### config.mk
export PLATFORM = sky130hd
export DESIGN_NAME = eth_rx_top
export DESIGN_NICKNAME = d
export VERILOG_FILES = /design/src/common/eth_rx_pkg.sv /design/src/crc/crc32_ethernet.sv /design/src/rx_mac/eth_rx_mac.sv /design/src/verilog/eth_rx_top.sv /design/src/verilog/rx_perf_counters.sv
export SDC_FILE = /design/constraint.sdc
export NUM_CORES = 1
export LEC_CHECK = 0
export ABC_AREA = 1
export ABC_CLOCK_PERIOD_IN_PS = 5300
export BUFFER_PORTS_ARGS = -buffer_cell sky130_fd_sc_hd__buf_2
export CAP_MARGIN = 20
export CORE_AREA = 5 5 150 152
export CTS_BUF_LIST = sky130_fd_sc_hd__clkbuf_2
export CTS_CLUSTER_DIAMETER = 200
export CTS_CLUSTER_SIZE = 12
export DETAILED_ROUTE_END_ITERATION = 10
export DIE_AREA = 0 0 155 157
export HOLD_SLACK_MARGIN = 0.06
export SYNTH_ARGS = -nofsm -noshare
export SYNTH_HDL_FRONTEND = slang
export SYNTH_SLANG_ARGS = --single-unit
export TNS_END_PERCENT = 30
### constraint.sdc
create_clock -name gmii_rx_clk -period 5.3 [get_ports gmii_rx_clk]
set_input_delay 0.265 -clock gmii_rx_clk [delete_from_list [all_inputs] [get_ports gmii_rx_clk]]
set_output_delay 0.265 -clock gmii_rx_clk [all_outputs]
set_load 0.005 [all_outputs]
### src/common/eth_rx_pkg.sv
package eth_rx_pkg;

	//////////////////////////////////////////////////////////////
	// Framing and CRC constants

	// Width of each performance counter
	localparam int COUNTER_WIDTH = 16;

	// Preamble filler byte and start-of-frame delimiter
	localparam logic [7:0] GMII_PREAMBLE = 8'h55;
	localparam logic [7:0] GMII_SFD = 8'hd5;

	// Reflected Ethernet CRC-32 polynomial and seed
	localparam logic [31:0] CRC32_POLY = 32'hedb88320;
	localparam logic [31:0] CRC32_INIT = 32'hffffffff;

	// Trailing FCS length in bytes
	localparam int FCS_BYTES = 4;

	//////////////////////////////////////////////////////////////
	// Bus and state types

	// One GMII receive beat, 11 bits
	// dvalid qualifies the byte at 10/100
	typedef struct packed {
		logic dvalid;
		logic en;
		logic er;
		logic [7:0] data;
	} gmii_bus_t;

	// Word stream to the upper layer, 39 bits
	// First byte of the word sits in data[31:24]
	typedef struct packed {
		logic start;
		logic data_valid;
		logic [2:0] bytes_valid;
		logic [31:0] data;
		logic commit;
		logic drop;
	} eth_rx_bus_t;

	// Receive FSM states
	typedef enum logic [2:0] {
		RX_IDLE,
		RX_PREAMBLE,
		RX_FRAME_DATA,
		RX_CHECK,
		RX_DROP
	} rx_state_t;

	// Good and bad frame counts
	typedef struct packed {
		logic [COUNTER_WIDTH-1:0] rx_frames;
		logic [COUNTER_WIDTH-1:0] rx_crc_err;
	} rx_perf_counters_t;

endpackage

### src/crc/crc32_ethernet.sv
`timescale 1ns/1ns

module crc32_ethernet (
	input logic gmii_rx_clk,
	input logic reset,
	input logic clear,
	input logic update,
	input logic [7:0] din,
	output logic [31:0] crc_value
);
	import eth_rx_pkg::*;

	logic [31:0] crc_reg;

	// Fold one byte into the running CRC, LSB first
	function automatic logic [31:0] crc_next(input logic [31:0] crc, input logic [7:0] d);
		logic [31:0] c;
		c = crc;
		for (int i = 0; i < 8; i++) begin
			if (c[0] ^ d[i])
				c = (c >> 1) ^ CRC32_POLY;
			else
				c = c >> 1;
		end
		return c;
	endfunction

	// Clear wins over update, SFD never carries payload
	always_ff @(posedge gmii_rx_clk) begin
		if (reset || clear)
			crc_reg <= CRC32_INIT;
		else if (update)
			crc_reg <= crc_next(crc_reg, din);
	end

	// Final complement, ready for the FCS compare
	assign crc_value = ~crc_reg;

endmodule

### src/rx_mac/eth_rx_mac.sv
`timescale 1ns/1ns

module eth_rx_mac (
	input logic gmii_rx_clk,
	input logic reset,
	input logic link_up,
	input eth_rx_pkg::gmii_bus_t gmii_rx_bus,
	input logic [31:0] crc_value,
	output logic crc_clear,
	output logic crc_update,
	output logic [7:0] crc_din,
	output eth_rx_pkg::eth_rx_bus_t rx_bus
);
	import eth_rx_pkg::*;

	rx_state_t state;

	// Hold-back line, newest byte in [7:0], oldest in [31:24]
	logic [31:0] hold_line;
	logic [2:0] hold_count;

	// Word packer, bytes shift in at the low end
	logic [31:0] pack_data;
	logic [1:0] pack_count;

	// er seen inside the frame body
	logic frame_err;

	logic byte_valid;
	logic hold_full;
	logic sfd_seen;
	logic [7:0] pop_byte;
	logic [31:0] fcs_rx;

	//////////////////////////////////////////////////////////////
	// Byte qualifiers

	assign byte_valid = gmii_rx_bus.dvalid && gmii_rx_bus.en;
	assign hold_full = (hold_count == 3'(FCS_BYTES));

	// SFD may follow the preamble or open the envelope directly
	assign sfd_seen = byte_valid && !gmii_rx_bus.er && (gmii_rx_bus.data == GMII_SFD) &&
		((state == RX_IDLE) || (state == RX_PREAMBLE));

	// Byte leaving the hold-back line, payload only
	assign pop_byte = hold_line[31:24];

	// FCS is sent little-endian, first byte is the LSB
	assign fcs_rx = {hold_line[7:0], hold_line[15:8], hold_line[23:16], hold_line[31:24]};

	//////////////////////////////////////////////////////////////
	// CRC unit control

	// Seed on the SFD
	assign crc_clear = sfd_seen;

	// Same edge as the packer so the CRC is complete at end of frame
	assign crc_update = (state == RX_FRAME_DATA) && byte_valid && hold_full;
	assign crc_din = pop_byte;

	//////////////////////////////////////////////////////////////
	// Receive FSM, hold-back line and packer

	always_ff @(posedge gmii_rx_clk) begin
		// Pulses last a single cycle
		rx_bus.start <= 1'b0;
		rx_bus.data_valid <= 1'b0;
		rx_bus.commit <= 1'b0;
		rx_bus.drop <= 1'b0;

		if (reset) begin
			state <= RX_IDLE;
			hold_count <= '0;
			pack_count <= '0;
			frame_err <= 1'b0;
		end else if (!link_up) begin
			// Link loss aborts a frame already announced by start
			if ((state == RX_FRAME_DATA) || (state == RX_CHECK))
				rx_bus.drop <= 1'b1;
			state <= RX_IDLE;
		end else begin
			case (state)
				// Hunt for preamble, then the SFD
				RX_IDLE, RX_PREAMBLE: begin
					if (gmii_rx_bus.dvalid) begin
						if (!gmii_rx_bus.en)
							state <= RX_IDLE;
						else if (sfd_seen) begin
							rx_bus.start <= 1'b1;
							hold_count <= '0;
							pack_count <= '0;
							frame_err <= 1'b0;
							state <= RX_FRAME_DATA;
						end else if (!gmii_rx_bus.er && (gmii_rx_bus.data == GMII_PREAMBLE))
							state <= RX_PREAMBLE;
						else
							// Bad preamble byte or er, silent until en falls
							state <= RX_DROP;
					end
				end

				RX_FRAME_DATA: begin
					if (gmii_rx_bus.dvalid) begin
						if (!gmii_rx_bus.en) begin
							// End of frame, flush any partial word
							state <= RX_CHECK;
							if (pack_count != 2'd0) begin
								rx_bus.data_valid <= 1'b1;
								rx_bus.bytes_valid <= {1'b0, pack_count};
								case (pack_count)
									2'd1: rx_bus.data <= {pack_data[7:0], 24'h0};
									2'd2: rx_bus.data <= {pack_data[15:0], 16'h0};
									default: rx_bus.data <= {pack_data[23:0], 8'h0};
								endcase
							end
						end else begin
							hold_line <= {hold_line[23:0], gmii_rx_bus.data};
							if (gmii_rx_bus.er)
								frame_err <= 1'b1;

							if (!hold_full)
								// Still filling, nothing pops yet
								hold_count <= hold_count + 3'd1;
							else begin
								pack_data <= {pack_data[23:0], pop_byte};
								pack_count <= pack_count + 2'd1;
								// Fourth byte completes a word
								if (pack_count == 2'd3) begin
									rx_bus.data_valid <= 1'b1;
									rx_bus.bytes_valid <= 3'd4;
									rx_bus.data <= {pack_data[23:0], pop_byte};
								end
							end
						end
					end
				end

				// One cycle after the flush, independent of dvalid
				RX_CHECK: begin
					state <= RX_IDLE;
					// Runts never fill the line and are dropped
					if (hold_full && !frame_err && (crc_value == fcs_rx))
						rx_bus.commit <= 1'b1;
					else
						rx_bus.drop <= 1'b1;
				end

				// Discard the rest of a bad frame
				RX_DROP: begin
					if (gmii_rx_bus.dvalid && !gmii_rx_bus.en)
						state <= RX_IDLE;
				end

				default: state <= RX_IDLE;
			endcase
		end
	end

endmodule

### src/verilog/eth_rx_top.sv
`timescale 1ns/1ns

module eth_rx_top (
	input logic gmii_rx_clk,
	input logic reset,
	input logic link_up,
	input eth_rx_pkg::gmii_bus_t gmii_rx_bus,
	output eth_rx_pkg::eth_rx_bus_t rx_bus,
	output eth_rx_pkg::rx_perf_counters_t perf
);

	// MAC to CRC unit
	logic crc_clear;
	logic crc_update;
	logic [7:0] crc_din;
	logic [31:0] crc_value;

	//////////////////////////////////////////////////////////////
	// Receive MAC

	eth_rx_mac u_mac (
		.gmii_rx_clk(gmii_rx_clk),
		.reset(reset),
		.link_up(link_up),
		.gmii_rx_bus(gmii_rx_bus),
		.crc_value(crc_value),
		.crc_clear(crc_clear),
		.crc_update(crc_update),
		.crc_din(crc_din),
		.rx_bus(rx_bus)
	);

	// Payload CRC, one byte per update
	crc32_ethernet u_crc (
		.gmii_rx_clk(gmii_rx_clk),
		.reset(reset),
		.clear(crc_clear),
		.update(crc_update),
		.din(crc_din),
		.crc_value(crc_value)
	);

	// Counters follow the frame end pulses
	rx_perf_counters u_perf (
		.gmii_rx_clk(gmii_rx_clk),
		.reset(reset),
		.link_up(link_up),
		.commit(rx_bus.commit),
		.drop(rx_bus.drop),
		.perf(perf)
	);

endmodule

### src/verilog/rx_perf_counters.sv
`timescale 1ns/1ns

module rx_perf_counters (
	input logic gmii_rx_clk,
	input logic reset,
	input logic link_up,
	input logic commit,
	input logic drop,
	output eth_rx_pkg::rx_perf_counters_t perf
);
	import eth_rx_pkg::*;

	logic frames_max;
	logic crc_err_max;

	// Saturation detect
	assign frames_max = (perf.rx_frames == {COUNTER_WIDTH{1'b1}});
	assign crc_err_max = (perf.rx_crc_err == {COUNTER_WIDTH{1'b1}});

	always_ff @(posedge gmii_rx_clk) begin
		if (reset)
			perf <= '0;
		else if (link_up) begin
			// Good frames
			if (commit && !frames_max)
				perf.rx_frames <= perf.rx_frames + 1'b1;
			// FCS mismatch, runt or aborted frames
			if (drop && !crc_err_max)
				perf.rx_crc_err <= perf.rx_crc_err + 1'b1;
		end
	end

endmodule
* Word-level counts from Yosys, hierarchy flattened
Cells that the tools add are included.
Operators by class: equal/unequal tests 25, reductions and logical operators 38, bitwise operators 24, add/sub/neg operators 4, muxes and demuxes 62
Operators with widths (number):
- 32-bit two-way mux | 22
- 36-bit two-way mux | 4
- 13-bit inverter with 14-bit output | 8
- 32-bit case mux with 2 select lines | 1
- 3-bit two-way mux | 13
- 16-bit by 1-bit adder with 16-bit output, second input constant | 2
- 16-bit equality test, second input constant | 2
- 32-bit equality test | 1
- 32-bit inverter | 1
- 8-bit AND reduction | 3
- 2-bit inequality test, second input constant | 7
- 1-bit logical AND | 12
- 1-bit two-way mux | 12
- 2-bit two-way mux | 6
- 2-bit by 1-bit inequality test with 1-bit output, second input constant | 5
- 3-bit case mux with 3 select lines | 1
- 8-bit by 7-bit equality test with 1-bit output, second input constant | 1
- 8-bit equality test, second input constant | 1
- 1-bit XOR | 8
- 1-bit inverter | 7
- 7-bit AND reduction | 1
- 3-bit by 2-bit equality test with 1-bit output, second input constant | 2
- 3-bit equality test, second input constant | 2
- 3-bit case mux with 2 select lines | 1
- other kinds (19) | 30
Word-level totals: register bits after elaboration 168, logic and storage cells 168, input bits 14

* Longest topological paths before layout
word-level depth 32, mapped depth 12, depth with buffers taken out 12

* By module
From an unflattened synthesis, not the netlist that was laid out.
Unflattened totals: cell total of the unflattened synthesis 1167, area, all modules 9190.1 µm²
Modules (own cells, without submodules):
- eth_rx_mac | seq. area each 2992.9 µm², area an instance 4680.7 µm², instances 1, cells an instance 444
- crc32_ethernet | seq. area each 640.6 µm², area an instance 2518.7 µm², instances 1, cells an instance 398
- rx_perf_counters | seq. area each 640.6 µm², area an instance 1990.7 µm², instances 1, cells an instance 325

* Worst setup path after synthesis
OpenSTA, ideal clock, no wires.
kind reg-to-reg, start point register u_mac.pack_count[0], end point register, netlist name u_mac.rx_bus[10], clock period less this slack 4.198 ns, data arrival time 3.718 ns, cell stages (with the launch flop) 7, setup slack 1.102 ns, cells stage by stage dfxtp_1 -> inv_1 -> ha_1 -> nor2_1 -> buf_2 -> inv_1 -> a211oi_1
Between the ends: cells in the longest elaborated chain, start to end 3, elaborated cells between the ends (all ways) 5
Ends and longest elaborated chain:
- start, declared | line eth_rx_mac.sv:24 | logic [1:0] pack_count;
- start signal, assigned | line eth_rx_mac.sv:126 | pack_count <= pack_count + 2'd1;
- 2-bit equality test or 2-bit nonzero test (tied branches) | line eth_rx_mac.sv:128, eth_rx_mac.sv:107
- 2-bit by 1-bit inequality test with 1-bit output (no line) or 2-bit nonzero test (tied branches)
- 7-bit AND reduction (no line) *
Mark *: on every way between the ends. The rest lies on a longest branch, timed or not. A chain may end at the register's enable or synchronous reset.

* Final worst setup path
start point register u_mac.pack_count[0], end point register, netlist name u_mac.rx_bus[36]
Between the ends: cells in the longest elaborated chain, start to end 3, elaborated cells between the ends (all ways) 5
Ends and longest elaborated chain (line):
- 2-bit equality test or 2-bit nonzero test (tied branches) | eth_rx_mac.sv:128, eth_rx_mac.sv:107
- 2-bit by 1-bit inequality test with 1-bit output (no line) or 2-bit nonzero test (tied branches)
- 7-bit AND reduction (no line) *
Marked as above.

==> metrics.yaml <==
die:
  initial_core_util: 0.397
  die_x_um: 155
  die_h_um: 157
  die_area_mm2: 0.0243
  pin_count: 85
  row_count: 53
  core_area_mm2: 0.0209
synthesis:
  syn-instance-count: 937
  synth_area_mm2: 0.00829
  ys_warn_count: 0
  synthTopCellsByArea: "edfxtp_1 33%, dfxtp_1 19%, nand2_1 9.1%, inv_1 4.3%, xor2_1 3.9%"
  avgSynthCellArea_um2: 8.85
  yosysSeqAreaShare: 0.515
  synth_largest_area_cell: "edfxtp_1"
  ys_seq_elements: 168
  synthArstFlopShare: 0
  synth_edf_count: 91
  synth_ff_type: "edfxtp_1"
  synth_cell_types: 43
  synth_top_area_frac: 0.330
  syn_nets: 961
finish:
  final_area_mm2: 0.00937
  top_register: "u_mac.rx_bus"
  fill_cells: 2094
  final_cell_mix: "201 x nand2_1, 95 x inv_1, 91 x edfxtp_1"
  largest_reg_flops: 39
  fin_nets: 1057
  drive_gt1_frac: 0.182
  layout_commonest_cell: "nand2_1"
  area_growth_pct: 13.0
detailed_routing:
  num_vias: 6360
  drc: 0
  wire_per_inst_um: 14.5
  drt_iter0_drc: 454
  vias_per_cell: 4.81
  wl_mm: 19.2
  dr.pass1.iters: 5
  antenna_left: 0
pwr:
  power_frac_comb: 0.022
  power_frac_seq: 0.641
  internal_power_uw: 1610
  p_per_area_mw_per_mm2: 227
  peakVddDrop_mv: 0.112
  switching_power_uw: 514
  clock_power_share: 0.336
  p_sw_frac: 0.242
  p_leak_uw: 0.00386
critical_path:
  start_kind: "register"
  crit_chain: "inv_1, ha_1, nor2_1, inv_1, a211oi_4, buf_4"
  crit_fanout: 26
  slowest_delay_ns: 0.60
  crit_type: "register to register"
  critical_path.endpoint_type: "register"
  r2r_setup_slack_ns: 2.40
  cp_common_cell: "inv_1"
  slowest_stage: "a211oi_4"
  arrival_ns: 3.30
  required_ns: 5.70
clocking:
  cts_root_buf: "clkbuf_2"
  cts.sinks: 168
  insertion_delay_ns: 0.74
  post_cts_buffers: 0
  clock_path_buffers: 2
  ctsHoldBuffers: 15
  cts_tree: "done"
  cts_buffers: 17
  path_clk_slew_ns: 0.24
  cts_resized: 0
  htreeDepth: 4
global_route:
  grt_max_degree: 41
  track_usage: 0.161
  grt_pass1_vias: 6034
  antenna_found_initial: 1
  grt-ovfl-total: 0
  grt_pass1_wl_mm: 31.4
sta:
  slew_headroom: 0.327
  tightest_slew_ns: 1.01
  setup_viol: 0
  rsz0062_at_grt: "false"
  hold_viol_final: 0
  fmax_ghz: 0.345
  fin_skew_ns: 0.0589
  slew_violations: 0
  timing.setup.tns_ns: 0
  timing.final.crit_share: 0.547
  period_needed_ns: 2.90
flow_run:
  cap_violations: 0
outcome:
  outcome: "completed"
placed_design:
  port_buffers: 84
  dpl-instance-area_mm2: 0.00896
  gp_congestion: 0.838
  dpl.hpwl_mm: 14.0
min_path:
  hold_path_class: "input pin to register"
## metal layers
| layer | wire length [um] | vias to the layer above | track usage |
|---|---|---|---|
| li1 | - | 3304 | - |
| met1 | 9300 | 2915 | 0.223 |
| met2 | 8870 | 131 | 0.259 |
| met3 | 807 | 10 | 0.0330 |
| met4 | 183 | 0 | 0.0383 |
| met5 | 0 | - | 0 |
## metrics by stage
stage	worst slack (ns)	cells	utilization	hold slack, ns	total power, uW
floorplan	1.10	937	-	0.364	1410
global placement	2.51	1274	0.429	0.429	1430
detailed placement	2.43	1274	0.429	0.433	1430
CTS	2.38	1321	0.448	0.184	2150
global route	2.17	1322	0.449	0.193	2210
finish	2.40	1322	0.449	0.275	2130
## Yosys cell counts, types with 7 or more instances
cell / number
inv_1: 95
nand4_1: 13
nor2_1: 72
o211ai_1: 15
o32ai_1: 8
nor3_1: 19
nand2_4: 12
nand2_1: 201
buf_2: 10
nand2_2: 14
ha_1: 10
o21ai_1: 17
nand3_1: 51
dfxtp_1: 77
o22ai_1: 8
xnor2_1: 27
a21oi_1: 61
clkbuf_1: 7
xor2_1: 37
o21ai_0: 23
inv_2: 18
edfxtp_1: 91
## final cells by class
| class | count | area [um^2] | area share |
|---|---|---|---|
| Antenna cell | 1 | 2.50 | 0.000267 |
| Clock buffer | 18 | 90.1 | 0.00961 |
| Clock inverter | 14 | 168 | 0.0179 |
| Inverter | 115 | 437 | 0.0466 |
| Multi-Input combinational cell | 629 | 3460 | 0.369 |
| Sequential cell | 168 | 4270 | 0.456 |
| Tap cell | 275 | 344 | 0.0367 |
| Timing Repair Buffer | 102 | 593 | 0.0633 |
## logic make-up (layout without fill, tap and decap cells)
kind of cell | after synthesis | count (layout) | share of synthesized area
and+or+nand+nor | 410 | 410 | 0.228
DFF | 168 | 168 | 0.515
AOI/OAI and AO/OA | 143 | 143 | 0.0996
buffers and inverters | 140 | 249 | 0.0700
xor gates and xnor gates | 66 | 66 | 0.0715
adders and majority gates | 10 | 10 | 0.0151
other | 0 | 1 | 0
## worst max-delay path, delay by kind of cell (launching register included)
| kind | cells | cell delay, ns |
|---|---|---|
| AO/OA/AOI/OAI | 1 | 0.60 |
| adder cells (fa/ha/maj) | 1 | 0.21 |
| buffers and inverters | 3 | 0.78 |
| flip-flops | 1 | 0.42 |
| AND/OR/NAND/NOR | 1 | 0.57 |
## power by group through the flow
stage          clock network (uW)  registers, uW  logic (uW)
6_report                      715           1360        47.3
5_1_grt                       795           1360        53.7
4_1_cts                       741           1360        47.0
3_5_place_dp                    0           1390        39.1
3_3_place_gp                    0           1390        38.9
2_1_floorplan                   0           1390        23.9
## path summary, 6_finish.rpt
path,to,start,cells past startpoint
hold reg to reg,u_mac.hold_line[26],u_mac.hold_line[18],0
hold / removal,u_mac.hold_line[0],gmii_rx_bus[0],2
setup / recovery,u_mac.rx_bus[36],u_mac.pack_count[0],6
setup reg to reg,u_mac.rx_bus[36],u_mac.pack_count[0],6
Note: power is estimated with default switching activity, not from simulation.
